## src/verilog/core_pkg.sv

```systemverilog
// Core type definitions
package core_pkg;

    typedef logic [15:0] word_t;                // Data word or program address
    typedef logic [15:0] inst_t;                // Raw instruction word
    typedef logic [2:0]  addr_t;                // Register index

    typedef enum logic [3:0] {
        OP_ADD  = 4'h0,
        OP_SUB  = 4'h1,
        OP_AND  = 4'h2,
        OP_OR   = 4'h3,
        OP_XOR  = 4'h4,
        OP_LI   = 4'h5,                         // rd = sext(imm9)
        OP_ADDI = 4'h6,                         // rd = rs1 + sext(imm6)
        OP_BNZ  = 4'h7,                         // Branch if rd nonzero
        OP_JMP  = 4'h8                          // pc = rs1
    } op_t;                                     // Codes 9 to 15 are invalid

    typedef enum logic [1:0] {
        ST_BOOT,
        ST_RUN,
        ST_WAIT,
        ST_REDIRECT
    } fetch_state_t;

    // Instruction field extraction
    function automatic op_t inst_op(inst_t i);
        return op_t'(i[15:12]);
    endfunction

    function automatic addr_t inst_rd(inst_t i);
        return i[11:9];
    endfunction

    function automatic addr_t inst_rs1(inst_t i);
        return i[8:6];
    endfunction

    function automatic addr_t inst_rs2(inst_t i);
        return i[5:3];
    endfunction

    function automatic word_t inst_imm6(inst_t i);
        return {{10{i[5]}}, i[5:0]};            // Sign extended
    endfunction

    function automatic word_t inst_imm9(inst_t i);
        return {{7{i[8]}}, i[8:0]};             // Sign extended
    endfunction

endpackage

```

## src/verilog/fetch_if.sv

```systemverilog
// Fetch to execute link
interface fetch_if;
    import core_pkg::*;

    logic  valid;                               // Instruction presented, always consumed
    word_t pc;                                  // Address of presented instruction
    inst_t inst;
    logic  redirect;                            // One-cycle pulse from execute
    word_t target;                              // New PC with redirect

    modport source (
        output valid, pc, inst,
        input  redirect, target
    );

    modport sink (
        input  valid, pc, inst,
        output redirect, target
    );

endinterface

```

## src/verilog/retire_if.sv

```systemverilog
// Execute to retire link
interface retire_if;
    import core_pkg::*;

    logic  valid;                               // Retiring instruction
    logic  load;                                // Writes a register
    addr_t rd_addr;
    word_t rd_data;

    modport source (
        output valid, load, rd_addr, rd_data
    );

    modport sink (
        input  valid, load, rd_addr, rd_data
    );

    // Forwarding tap into execute
    modport monitor (
        input  valid, load, rd_addr, rd_data
    );

endinterface

```

## src/verilog/fetch.sv

```systemverilog
// Instruction fetch stage
module fetch #(
    parameter core_pkg::word_t RESET_BASE = 16'h0000,
    parameter core_pkg::word_t TRAP_BASE  = 16'h0040
) (
    input  logic            clk,
    input  logic            arst_n,
    input  logic            irq,
    output core_pkg::word_t code_addr,
    input  logic            code_ready,
    input  core_pkg::inst_t code_data,
    fetch_if.source         sink
);
    import core_pkg::*;

    fetch_state_t state_q;
    fetch_state_t state_d;
    word_t        pc_q;                         // Address being fetched
    word_t        pc_d;
    logic         take;                         // Fetch completes at this edge
    logic         valid_q;
    word_t        ir_pc;                        // PC of held instruction
    inst_t        ir;                           // Held instruction

    assign code_addr = pc_q;                    // Memory answers in same cycle

    always_comb begin
        state_d = state_q;
        pc_d    = pc_q;
        take    = 1'b0;
        case (state_q)
            ST_BOOT: begin
                pc_d    = RESET_BASE;           // First fetch address
                state_d = ST_RUN;
            end
            ST_RUN, ST_WAIT, ST_REDIRECT: begin
                if (code_ready) begin
                    take    = 1'b1;
                    pc_d    = pc_q + 16'd1;     // Sequential advance
                    state_d = ST_RUN;
                end else begin
                    state_d = ST_WAIT;          // Hold address for wait state
                end
            end
            default: state_d = ST_BOOT;
        endcase
        // irq takes priority over an execute redirect
        if (irq) begin
            take    = 1'b0;                     // Squash completing fetch
            pc_d    = TRAP_BASE;
            state_d = ST_REDIRECT;
        end else if (sink.redirect) begin
            take    = 1'b0;                     // The one discarded fetch
            pc_d    = sink.target;
            state_d = ST_REDIRECT;
        end
    end

    always_ff @(posedge clk or negedge arst_n) begin
        if (!arst_n) begin
            state_q <= ST_BOOT;
            pc_q    <= RESET_BASE;
            valid_q <= 1'b0;
        end else begin
            state_q <= state_d;
            pc_q    <= pc_d;
            valid_q <= take;                    // Valid in cycle after completion
        end
    end

    // Instruction register toward execute
    always_ff @(posedge clk) begin
        if (take) begin
            ir    <= code_data;
            ir_pc <= pc_q;
        end
    end

    assign sink.valid = valid_q;
    assign sink.pc    = ir_pc;
    assign sink.inst  = ir;

endmodule

```

## src/verilog/regfile.sv

```systemverilog
// General purpose register file
module regfile (
    input  logic            clk,
    input  core_pkg::addr_t rs1_addr,
    input  core_pkg::addr_t rs2_addr,
    output core_pkg::word_t rs1_data,
    output core_pkg::word_t rs2_data,
    input  logic            rd_en,
    input  core_pkg::addr_t rd_addr,
    input  core_pkg::word_t rd_data
);
    import core_pkg::*;

    word_t regs [8];                            // Eight general registers

    // Single write port
    always_ff @(posedge clk) begin
        if (rd_en) begin
            regs[rd_addr] <= rd_data;
        end
    end

    // Asynchronous reads, bypass lives in execute
    assign rs1_data = regs[rs1_addr];
    assign rs2_data = regs[rs2_addr];

endmodule

```

## src/verilog/execute.sv

```systemverilog
// Decode and execute stage
module execute #(
    parameter core_pkg::word_t TRAP_BASE = 16'h0040
) (
    input  logic            clk,
    input  logic            arst_n,
    fetch_if.sink           source,
    output core_pkg::addr_t rs1_addr,
    output core_pkg::addr_t rs2_addr,
    input  core_pkg::word_t rs1_data,
    input  core_pkg::word_t rs2_data,
    retire_if.source        result,
    retire_if.monitor       bypass
);
    import core_pkg::*;

    op_t   op;
    addr_t rd;
    word_t opa;                                 // Forwarded rs1 value
    word_t opb;                                 // Forwarded rs2 or rd value
    word_t alu;
    logic  load;                                // Instruction writes rd
    logic  invalid;                             // Undefined opcode
    logic  taken;                               // Control transfer
    word_t target;
    logic  fwd_a;
    logic  fwd_b;

    // Decode
    assign op       = inst_op(source.inst);
    assign rd       = inst_rd(source.inst);
    assign rs1_addr = inst_rs1(source.inst);
    assign rs2_addr = (op == OP_BNZ) ? rd : inst_rs2(source.inst); // BNZ tests rd

    // Retiring result overrides stale regfile data
    assign fwd_a = bypass.valid && bypass.load && (bypass.rd_addr == rs1_addr);
    assign fwd_b = bypass.valid && bypass.load && (bypass.rd_addr == rs2_addr);
    assign opa   = fwd_a ? bypass.rd_data : rs1_data;
    assign opb   = fwd_b ? bypass.rd_data : rs2_data;

    always_comb begin
        alu     = '0;
        load    = 1'b1;
        invalid = 1'b0;
        taken   = 1'b0;
        target  = TRAP_BASE;
        case (op)
            OP_ADD:  alu = opa + opb;
            OP_SUB:  alu = opa - opb;           // Wraps modulo 2^16
            OP_AND:  alu = opa & opb;
            OP_OR:   alu = opa | opb;
            OP_XOR:  alu = opa ^ opb;
            OP_LI:   alu = inst_imm9(source.inst);
            OP_ADDI: alu = opa + inst_imm6(source.inst);
            OP_BNZ: begin
                load   = 1'b0;
                taken  = (opb != '0);
                target = source.pc + 16'd1 + inst_imm9(source.inst); // PC relative
            end
            OP_JMP: begin
                load   = 1'b0;
                taken  = 1'b1;
                target = opa;                   // Register indirect
            end
            default: begin
                load    = 1'b0;
                invalid = 1'b1;                 // Trap, target stays TRAP_BASE
            end
        endcase
    end

    assign source.redirect = source.valid & (taken | invalid);
    assign source.target   = target;

    always_ff @(posedge clk or negedge arst_n) begin
        if (!arst_n) begin
            result.valid <= 1'b0;
            result.load  <= 1'b0;
        end else begin
            result.valid <= source.valid & ~invalid; // Invalid does not retire
            result.load  <= source.valid & load;
        end
    end

    // Result payload
    always_ff @(posedge clk) begin
        result.rd_addr <= rd;
        result.rd_data <= alu;
    end

endmodule

```

## src/verilog/retire.sv

```systemverilog
// Retire stage and write counter
module retire (
    input  logic            clk,
    input  logic            arst_n,
    retire_if.sink          source,
    output logic            rd_en,
    output core_pkg::addr_t rd_addr,
    output core_pkg::word_t rd_data,
    output core_pkg::word_t count
);

    // Register write strobe
    assign rd_en   = source.valid & source.load;
    assign rd_addr = source.rd_addr;
    assign rd_data = source.rd_data;

    // Tally of retired register writes
    always_ff @(posedge clk or negedge arst_n) begin
        if (!arst_n) begin
            count <= '0;
        end else if (rd_en) begin
            count <= count + 16'd1;             // Wraps at 2^16
        end
    end

endmodule

```

## src/verilog/cpu.sv

```systemverilog
// Three stage pipelined core
module cpu #(
    parameter core_pkg::word_t RESET_BASE = 16'h0000,
    parameter core_pkg::word_t TRAP_BASE  = 16'h0040
) (
    input  logic            clk,
    input  logic            arst_n,
    input  logic            irq,
    output core_pkg::word_t code_addr,
    input  logic            code_ready,
    input  core_pkg::inst_t code_data,
    output logic            rd_en,
    output core_pkg::addr_t rd_addr,
    output core_pkg::word_t rd_data,
    output core_pkg::word_t count
);
    import core_pkg::*;

    fetch_if  fch ();                           // Fetch to execute
    retire_if ret ();                           // Execute to retire

    addr_t rs1_addr;
    addr_t rs2_addr;
    word_t rs1_data;
    word_t rs2_data;

    fetch #(
        .RESET_BASE (RESET_BASE),
        .TRAP_BASE  (TRAP_BASE)
    ) fetch (
        .clk,
        .arst_n,
        .irq,
        .code_addr,
        .code_ready,
        .code_data,
        .sink       (fch.source)
    );

    regfile regfile (
        .clk,
        .rs1_addr,
        .rs2_addr,
        .rs1_data,
        .rs2_data,
        .rd_en,                                 // Written from retire
        .rd_addr,
        .rd_data
    );

    execute #(
        .TRAP_BASE  (TRAP_BASE)
    ) execute (
        .clk,
        .arst_n,
        .source     (fch.sink),
        .rs1_addr,
        .rs2_addr,
        .rs1_data,
        .rs2_data,
        .result     (ret.source),
        .bypass     (ret.monitor)               // Forwarding path
    );

    retire retire (
        .clk,
        .arst_n,
        .source     (ret.sink),
        .rd_en,
        .rd_addr,
        .rd_data,
        .count
    );

endmodule

```

## config.mk

```make
export PLATFORM = sky130hd
export DESIGN_NAME = cpu
export DESIGN_NICKNAME = d
export VERILOG_FILES = /design/src/verilog/core_pkg.sv /design/src/verilog/fetch_if.sv /design/src/verilog/retire_if.sv /design/src/verilog/fetch.sv /design/src/verilog/regfile.sv /design/src/verilog/execute.sv /design/src/verilog/retire.sv /design/src/verilog/cpu.sv
export SDC_FILE = /design/constraint.sdc
export NUM_CORES = 1
export LEC_CHECK = 0
export BUFFER_PORTS_ARGS = -buffer_cell sky130_fd_sc_hd__buf_2
export CAP_MARGIN = 20
export CORE_MARGIN = 8
export CORE_UTILIZATION = 35
export DETAILED_ROUTE_END_ITERATION = 10
export SLEW_MARGIN = 20
export SYNTH_ARGS = -nofsm -noshare
export SYNTH_HDL_FRONTEND = slang
export SYNTH_SLANG_ARGS = --single-unit
export TNS_END_PERCENT = 10
```

## constraint.sdc

```tcl
create_clock -name clk -period 6.65 [get_ports clk]
set_input_delay 0.9975 -clock clk [delete_from_list [all_inputs] [get_ports clk]]
set_output_delay 0.9975 -clock clk [all_outputs]
set_load 0.02 [all_outputs]
```

==> out/results.md, run 1 <==
| Step | Result | Reported |
| --- | --- | --- |
| die | Standard-cell row count | 69 |
| timing | Setup repair after global routing missed its margin | no |
| cts | Clock latency of the later-clocked register in the worst-skew pair | 0.54 ns |
| timing | Fmax | 163 MHz |
| logic synthesis | Flop and latch count out of synthesis | 219 |
| power | Max rail drop VDD | 179 uV |
| timing | Total of endpoints with negative setup slack in the final report | 0 |
| placed design | Final RePlAce weighted congestion | 0.885 |
| power | Logic pwr share | 0.147 |
| cts | Number of buffers added by the clock tree synthesis step | 25 |
| die | Die outline height | 205 um |
| die | Top-level I/O count | 72 |
| job | Max Cap Violations | 0 |
| timing | Worst rel slew slack | 0.346 |
| power | Proportion of power drawn by flip-flops and latches | 0.449 |
| cts | Clock slew at reported path FFs | 0.06 ns |
| placed design | IO Port Bufs | 71 |
| drt | Post-route ant nets | 0 |
| drt | Routed met3 length | 2090 um |
| logic synthesis | Commonest register cell after synthesis | sky130_fd_sc_hd__edfxtp_1 |
| worst setup path | Slowest Stage Delay on Critical Path | 0.57 ns |
| timing | Total count of hold-check failures in the final report | 0 |
| worst setup path | Critical path class | reg2reg |
| logic synthesis | Synth top area cells | sky130_fd_sc_hd__edfxtp_1 (38%), sky130_fd_sc_hd__dfrtp_1 (7.4%), sky130_fd_sc_hd__ha_1 (6.4%), sky130_fd_sc_hd__mux4_2 (5.8%), sky130_fd_sc_hd__mux2i_1 (5.2%) |
| die | Die Outline Area | 42000 sq um |
| drt | Routed Wire Length | 34800 um |
| worst setup path | Number of buffers and inverters on the critical path | 1 |
| cells and area | Diodes inserted | 0 |
| global routing | Pin count of the biggest net entering global routing | 39 |
| power | Total internal power | 2.64 mW |
| status | Outcome | finished clean |
| logic synthesis | Biggest area consumer among synthesized cells | sky130_fd_sc_hd__edfxtp_1 |
| logic synthesis | Most numerous cell types in the synthesized netlist | sky130_fd_sc_hd__edfxtp_1 (160), sky130_fd_sc_hd__nand2_1 (105), sky130_fd_sc_hd__mux2i_1 (65) |
| worst setup path | Type of destination of the critical path | register |
| drt | Routed via count | 9046 |
| drt | Drt wl/cell | 21.5 um |
| drt | Routed length on met2 | 16200 um |
| worst setup path | Gate family responsible for the most delay along the worst path | compound AO/OA/AOI/OAI gates |
| worst hold path | Class of the most critical hold timing path | reg2reg |
| logic synthesis | Number of distinct library cells after synthesis | 75 |
| drt | Met1 routed wirelength after detailed routing | 15500 um |
| timing | Portion of the clock cycle consumed by the worst path in the final layout | 0.925 |
| logic synthesis | Ys Warns | 0 |
| worst setup path | Crit path launch type | register |
| timing | Number of slew-limit violations in the final report | 0 |
| global routing | Number of global-route vias before repair | 9034 |
| logic synthesis | Synthesized area per cell | 11.8 sq um |
| logic synthesis | Post-synthesis instance area | 12500 sq um |
| timing | Post-route clock skew | 0.0128 ns |
| drt | Top Layer Used | met4 |
| cells and area | Layout cell share with drive strength beyond 1 | 0.180 |
| cells and area | Layout-stage area growth over the synthesis result | 15.2% |
| drt | Initial detailed-routing violation count | 664 |
| global routing | Leftover overflow at the end of global routing | 0 |
| cts | CTS root buffer | sky130_fd_sc_hd__clkbuf_16 |
| power | Switching part of the total power | 0.272 |
| logic synthesis | Fraction of synthesized cell area taken by the top area cell type | 0.384 |
| drt | Drt first pass iters | 6 |
| global routing | Wire length of the first global-routing pass | 53500 um |
| die | Starting utilization of the core area | 0.353 |
| drt | DR vias/cell | 5.59 |
| logic synthesis | Async set-or-reset flop fraction in the synthesized netlist | 0.169 |
| worst setup path | Worst endpoint required time | 7.10 ns |
| timing | Crit path setup slack, layout | 0.496 ns |
| timing | Transition at the pin with the smallest max-transition slack | 0.968 ns |
| placed design | Post-DP HPWL | 24800 um |
| cts | H-tree levels | 1 |
| die | Core Box Area | 35400 sq um |
| power | Power Dens Cells | 251 nW/um^2 |
| cells and area | Nets | 1225 |
| logic synthesis | Most numerous cell in the Yosys netlist | sky130_fd_sc_hd__edfxtp_1 |
| global routing | Number of antenna violations at the first check in global routing | 0 |
| placed design | Worst Setup Slack post-DPL | 0.195 ns |
| logic synthesis | Number of synthesized flops with an enable pin | 160 |
| timing | Setup TNS | 0 ns |
| drt | DRC | 0 |
| die | Die X | 205 um |
| cts | Clock tree from TritonCTS | done |
| timing | Final critical-path required period | 6.15 ns |
| cts | CTS max path bufs | 3 |
| worst setup path | Data arrival, critical path | 6.60 ns |
| logic synthesis | Portion of the post-synthesis area used by sequential elements | 0.493 |
| power | Leakage power | 5.59 nW |
| power | Switching component of the power | 0.986 mW |
| global routing | Total global-route track usage | 0.163 |
| worst setup path | Cell-by-cell listing of the critical path | and4b_1 > mux2i_4 > buf_6 > mux2i_1 > a22o_1 > nand3b_1 > nand2_1 > o21ai_1 > ha_1 > a22oi_1 > o21ai_0 > ha_1 > a21o_1 > a21o_1 > a2111oi_1 > o31ai_1 > o21a_1 > o21ai_0 > nand2b_1 > a31o_2 > a31oi_1 > xnor3_1 > o2111ai_1 |
| cts | Clock sink count | 219 |
| power | Clk network pwr share | 0.403 |
| worst setup path | Critical Path Fanout Max | 32 |
| logic synthesis | Mapped Nets | 1148 |
| logic synthesis | Synthesized instance count | 1062 |
| worst setup path | Critical Path Slowest Stage Cell | sky130_fd_sc_hd__a2111oi_1 |
-- kinds of logic (layout without fill, tap and decap cells) --
group / after synthesis / in the layout / share of synthesized area
XOR/XNOR: 68 / 68 / 0.0493
adder cells (fa/ha/maj): 66 / 66 / 0.0672
multiplexers: 103 / 103 / 0.117
AND/OR/NAND/NOR: 290 / 290 / 0.115
buffers and inverters: 98 / 194 / 0.0312
AO/OA/AOI/OAI: 218 / 218 / 0.127
flip-flops: 219 / 219 / 0.493
-- sequential cells by signal, indices dropped and copies added (netlist names), named ones only --
| register | flops |
|---|---|
| regfile.regs | 128 |
| execute.result.rd_data | 16 |
| fetch.code_addr | 16 |
| fetch.sink.inst | 16 |
| fetch.sink.pc | 16 |
| retire.count | 16 |
| execute.result.rd_addr | 3 |
| fetch.state_q | 2 |
| execute.result.load | 1 |
| execute.result.valid | 1 |
| fetch.sink.valid | 1 |
-- repair_timing --
action / 4_1_cts / 5_1_grt
hold buffers: 0 / 0
buffers inserted: 0 / 0
gates resized for setup: 0 / 3
endpoints found under the setup margin: 0 / 1
-- power groups by stage --
stage                     sequential [mW]  clock [mW]  combinational [mW]
after global routing                 1.64        1.53               0.588
after floorplan                      1.63           0               0.363
final                                1.63        1.46               0.533
after global placement               1.65           0               0.521
after CTS                            1.63        1.49               0.533
after detailed placement             1.66           0               0.530
-- metrics by stage --
step / instance area [sq um] / util / total power, mW / hold slack [ns] / cells
CTS: 14400 / 0.407 / 3.65 / 0.465 / 1619
global route: 14400 / 0.407 / 3.76 / 0.480 / 1619
finish: 14400 / 0.407 / 3.62 / 0.461 / 1619
global placement: 13500 / 0.382 / 2.18 / 0.458 / 1573
floorplan: 12500 / - / 2.00 / 0.400 / 1062
detailed placement: 13500 / 0.382 / 2.19 / 0.444 / 1573
-- cell type report --
class / instances / area (sq um)
Fill cell: 3374 / 21000
Sequential cell: 219 / 6170
Multi-Input combinational cell: 745 / 6010
Clock buffer: 30 / 674
Timing Repair Buffer: 104 / 619
Tap cell: 461 / 577
Clock inverter: 16 / 196
Inverter: 44 / 165
-- placed cells by master, fill, tap and decap left out, drive strengths merged, types with 11 or more instances in the layout --
cell    count
inv        45
xnor2      39
edfxtp    160
o221ai     11
nor2       49
buf       104
xor2       28
nand2     105
dfxtp      22
dfrtp      37
nand3      33
ha         64
a32oi      16
mux2i      67
a21o       12
a22oi      22
clkbuf     30
nand4      12
o21ai      36
a31oi      16
a21oi      29
o22ai      16
mux4       32
nor3       21
-- path summary, 6_finish.rpt --
kind	from	to	slack (ns)	depth (start not counted)
max	fetch.sink.inst[13]	execute.result.rd_data[15]	0.50	23
min	fetch.sink.inst[11]	execute.result.rd_addr[2]	0.46	0
max reg2reg	fetch.sink.inst[13]	execute.result.rd_data[15]	0.50	23
min reg2reg	fetch.sink.inst[11]	execute.result.rd_addr[2]	0.46	0
max in group asynchronous	arst_n	execute.result.valid	5.53	1
min in group asynchronous	arst_n	fetch.code_addr[11]	0.56	1
-- metal layers --
metal | track usage | up-vias
met4 | 0.0485 | 0
li1 | - | 4223
met5 | 0 | -
met2 | 0.267 | 296
met1 | 0.224 | 4480
met3 | 0.0191 | 47
Power figures use the tool's default switching activity.
==> inputs of run 2 (changes only) <==
- CORE_UTILIZATION: 35 -> 59
- PLACE_DENSITY: default -> 0.78
==> out/results.md, run 2 (synthesized netlist as in run 1, its figures left out) <==
| Step | Result | Reported | Change |
| --- | --- | --- | --- |
| status | Outcome | finished clean |  |
| timing | Setup TNS | 0 ns | unchanged |
| job | Max Cap Violations | 0 | unchanged |
| power | Max rail drop VDD | 186 uV | +4.0% |
| worst setup path | Critical Path Fanout Max | 12 | -63% |
| cells and area | Nets | 1231 | +0.49% |
| placed design | Post-DP HPWL | 23900 um | -3.6% |
| cts | CTS max path bufs | 3 | unchanged |
| cells and area | Max FFs per register | 128 | unchanged |
| worst setup path | Crit path launch type | register |  |
| cts | CTS root buffer | sky130_fd_sc_hd__clkbuf_16 |  |
| global routing | Met2 capacity usage during global routing | 0.426 | +0.159 |
| cells and area | Diodes inserted | 0 | unchanged |
| worst setup path | Data arrival, critical path | 6.50 ns | -0.10 ns |
| timing | Portion of the clock cycle consumed by the worst path in the final layout | 0.911 | -0.0140 |
| global routing | Number of global-route vias before repair | 9386 | +3.9% |
| global routing | Global routing usage on met1 | 0.329 | +0.105 |
| drt | DRC | 0 | unchanged |
| drt | DR vias/cell | 6.49 | +16% |
| cts | Clock sink count | 219 | unchanged |
| cts | Clock latency of the later-clocked register in the worst-skew pair | 0.52 ns | -0.02 ns |
| timing | Transition at the pin with the smallest max-transition slack | 0.958 ns | -0.00943 ns |
| drt | Routed via count | 9324 | +3.1% |
| global routing | Number of antenna violations at the first check in global routing | 0 | unchanged |
| worst setup path | Critical path class | reg2reg |  |
| die | Die X | 162 um | -21% |
| timing | Fmax | 165 MHz | +1.5% |
| drt | Routed Wire Length | 33900 um | -2.4% |
| timing | Post-route clock skew | 0.0177 ns | +0.00487 ns |
| die | Starting utilization of the core area | 0.599 | +0.245 |
| timing | Number of slew-limit violations in the final report | 0 | unchanged |
| timing | Final-layout worst hold slack | 0.486 ns | +0.0245 ns |
| global routing | Leftover overflow at the end of global routing | 0 | unchanged |
| die | Standard-cell row count | 53 | -23% |
| worst setup path | Critical R2R Launch | fetch.sink.inst[15] |  |
| cells and area | Final instance count without filler cells | 1437 | -11% |
| placed design | Placed cell count | 1395 | -11% |
| worst hold path | Class of the most critical hold timing path | reg2reg |  |
| global routing | Most utilized layer in the global route result | met2 |  |
| cells and area | Layout filler cell count | 1522 | -55% |
| cts | Number of buffers inserted for hold repair after clock tree synthesis | 0 | unchanged |
| cells and area | Layout cell share with drive strength beyond 1 | 0.182 | +0.00196 |
| die | Core Box Area | 20900 sq um | -41% |
| timing | Total of endpoints with negative setup slack in the final report | 0 | unchanged |
| die | Top-level I/O count | 72 | unchanged |
| cts | Clock tree from TritonCTS | done |  |
| timing | Total count of hold-check failures in the final report | 0 | unchanged |
| worst setup path | Type of destination of the critical path | register |  |
| drt | Drt wl/cell | 23.6 um | +10% |
| timing | Final critical-path required period | 6.06 ns | -0.0929 ns |
| worst setup path | Worst endpoint required time | 7.09 ns | about the same |
| worst setup path | Critical Path Source | fetch.sink.inst[15] |  |
| cells and area | Most common cell after layout, fill and taps aside | sky130_fd_sc_hd__edfxtp_1 |  |
| cts | Post-CTS Repair Setup Buffers | 0 | unchanged |
| drt | Initial detailed-routing violation count | 806 | +21% |
| worst hold path | Start point of the worst min-delay path | retire.count[15] |  |
| die | Die Outline Area | 26100 sq um | -38% |
| power | Leakage power | 5.59 nW | about the same |
| cells and area | Top register by number of flip-flops | regfile.regs |  |
| placed design | IO Port Bufs | 71 | unchanged |
| cts | Number of buffers added by the clock tree synthesis step | 23 | -8.0% |
| cts | Clock slew at reported path FFs | 0.06 ns | about the same |
| global routing | Wire length of the first global-routing pass | 52500 um | -1.9% |
| global routing | GRT met3 Usage | 0.0387 | +0.0196 |
| drt | Drt first pass iters | 5 | -1 |
| power | Power Dens Cells | 250 nW/um^2 | -0.54% |
| die | Die outline height | 162 um | -21% |
| cells and area | Commonest cells after routing, fill and taps aside | sky130_fd_sc_hd__edfxtp_1 (160), sky130_fd_sc_hd__nand2_1 (105), sky130_fd_sc_hd__buf_2 (71), sky130_fd_sc_hd__mux2i_1 (64), sky130_fd_sc_hd__ha_1 (64) |  |
| cts | H-tree levels | 1 | unchanged |
| placed design | Final RePlAce weighted congestion | 0.955 | +8.0% |
| timing | Worst rel slew slack | 0.359 | +0.0136 |
| timing | Setup repair after global routing missed its margin | no |  |
| global routing | Pin count of the biggest net entering global routing | 39 | unchanged |
| cells and area | Final standard cell utilization of the core | 0.679 | +0.272 |
| cells and area | Layout-stage area growth over the synthesis result | 13.4% |  |
| drt | Post-route ant nets | 0 | unchanged |
| global routing | Total global-route track usage | 0.258 | +0.0947 |
run 2: where the power goes:
group,switching (mW),internal [mW]
Combinational,0.311,0.224
Sequential,0.0866,1.53
Clock,0.529,0.862
run 2: worst max-delay path, cell delays in order, from the launching register on:
cell                        delay [ns]
sky130_fd_sc_hd__edfxtp_1         0.45
sky130_fd_sc_hd__buf_4            0.20
sky130_fd_sc_hd__nand4b_1         0.47
sky130_fd_sc_hd__mux2_2           0.57
sky130_fd_sc_hd__nor2_1           0.27
sky130_fd_sc_hd__a22oi_1          0.15
sky130_fd_sc_hd__a31oi_1          0.23
sky130_fd_sc_hd__o21bai_1         0.24
sky130_fd_sc_hd__ha_1             0.29
sky130_fd_sc_hd__nor2b_1          0.22
sky130_fd_sc_hd__nand2_1          0.12
sky130_fd_sc_hd__xnor2_1          0.16
sky130_fd_sc_hd__o221ai_1         0.14
sky130_fd_sc_hd__ha_1             0.36
sky130_fd_sc_hd__or2_2            0.29
sky130_fd_sc_hd__a21oi_1          0.22
sky130_fd_sc_hd__o31ai_1          0.14
sky130_fd_sc_hd__o21a_1           0.21
sky130_fd_sc_hd__o21ai_0          0.14
sky130_fd_sc_hd__nand2b_1         0.10
sky130_fd_sc_hd__a31o_2           0.27
sky130_fd_sc_hd__a31oi_1          0.22
sky130_fd_sc_hd__xnor3_1          0.34
sky130_fd_sc_hd__o2111ai_1        0.18
run 2: cell type report:
| class | count | area [sq um] | area share |
|---|---|---|---|
| sequential | 219 | 6170 | 0.435 |
| clock inverter | 13 | 196 | 0.0138 |
| tap | 275 | 344 | 0.0243 |
| clock buffer | 29 | 628 | 0.0443 |
| multi-input combinational | 745 | 6010 | 0.424 |
| timing repair buffer | 112 | 663 | 0.0468 |
| inverter | 44 | 165 | 0.0116 |
run 2: per-layer routing:
layer,up-vias,share of wire
met5,-,0
li1,4223,-
met2,446,0.47
met4,0,0.045
met1,4547,0.40
met3,108,0.082
run 2: final timing paths:
check,endpoint,slack (ns),depth (start not counted)
setup reg to reg,execute.result.rd_data[15],0.59,23
min in group asynchronous,retire.count[11],0.56,1
hold reg to reg,retire.count[15],0.49,1
max in group asynchronous,fetch.sink.valid,5.55,1
hold / removal,retire.count[15],0.49,1
setup / recovery,execute.result.rd_data[15],0.59,23
run 2: metrics by stage:
stage,total power [mW],setup WS [ns],area (sq um)
after floorplan,2.00,0.889,12500
after global placement,2.16,0.692,13400
after detailed placement,2.17,0.494,13400
after CTS,3.55,0.429,14200
after global routing,3.67,0.0338,14200
final,3.55,0.589,14200
run 2: repair_timing:
action | in CTS | in global routing
gates resized for setup | 0 | 3
setup endpoints to repair | 0 | 1
endpoints found under the hold margin | 0 | 0
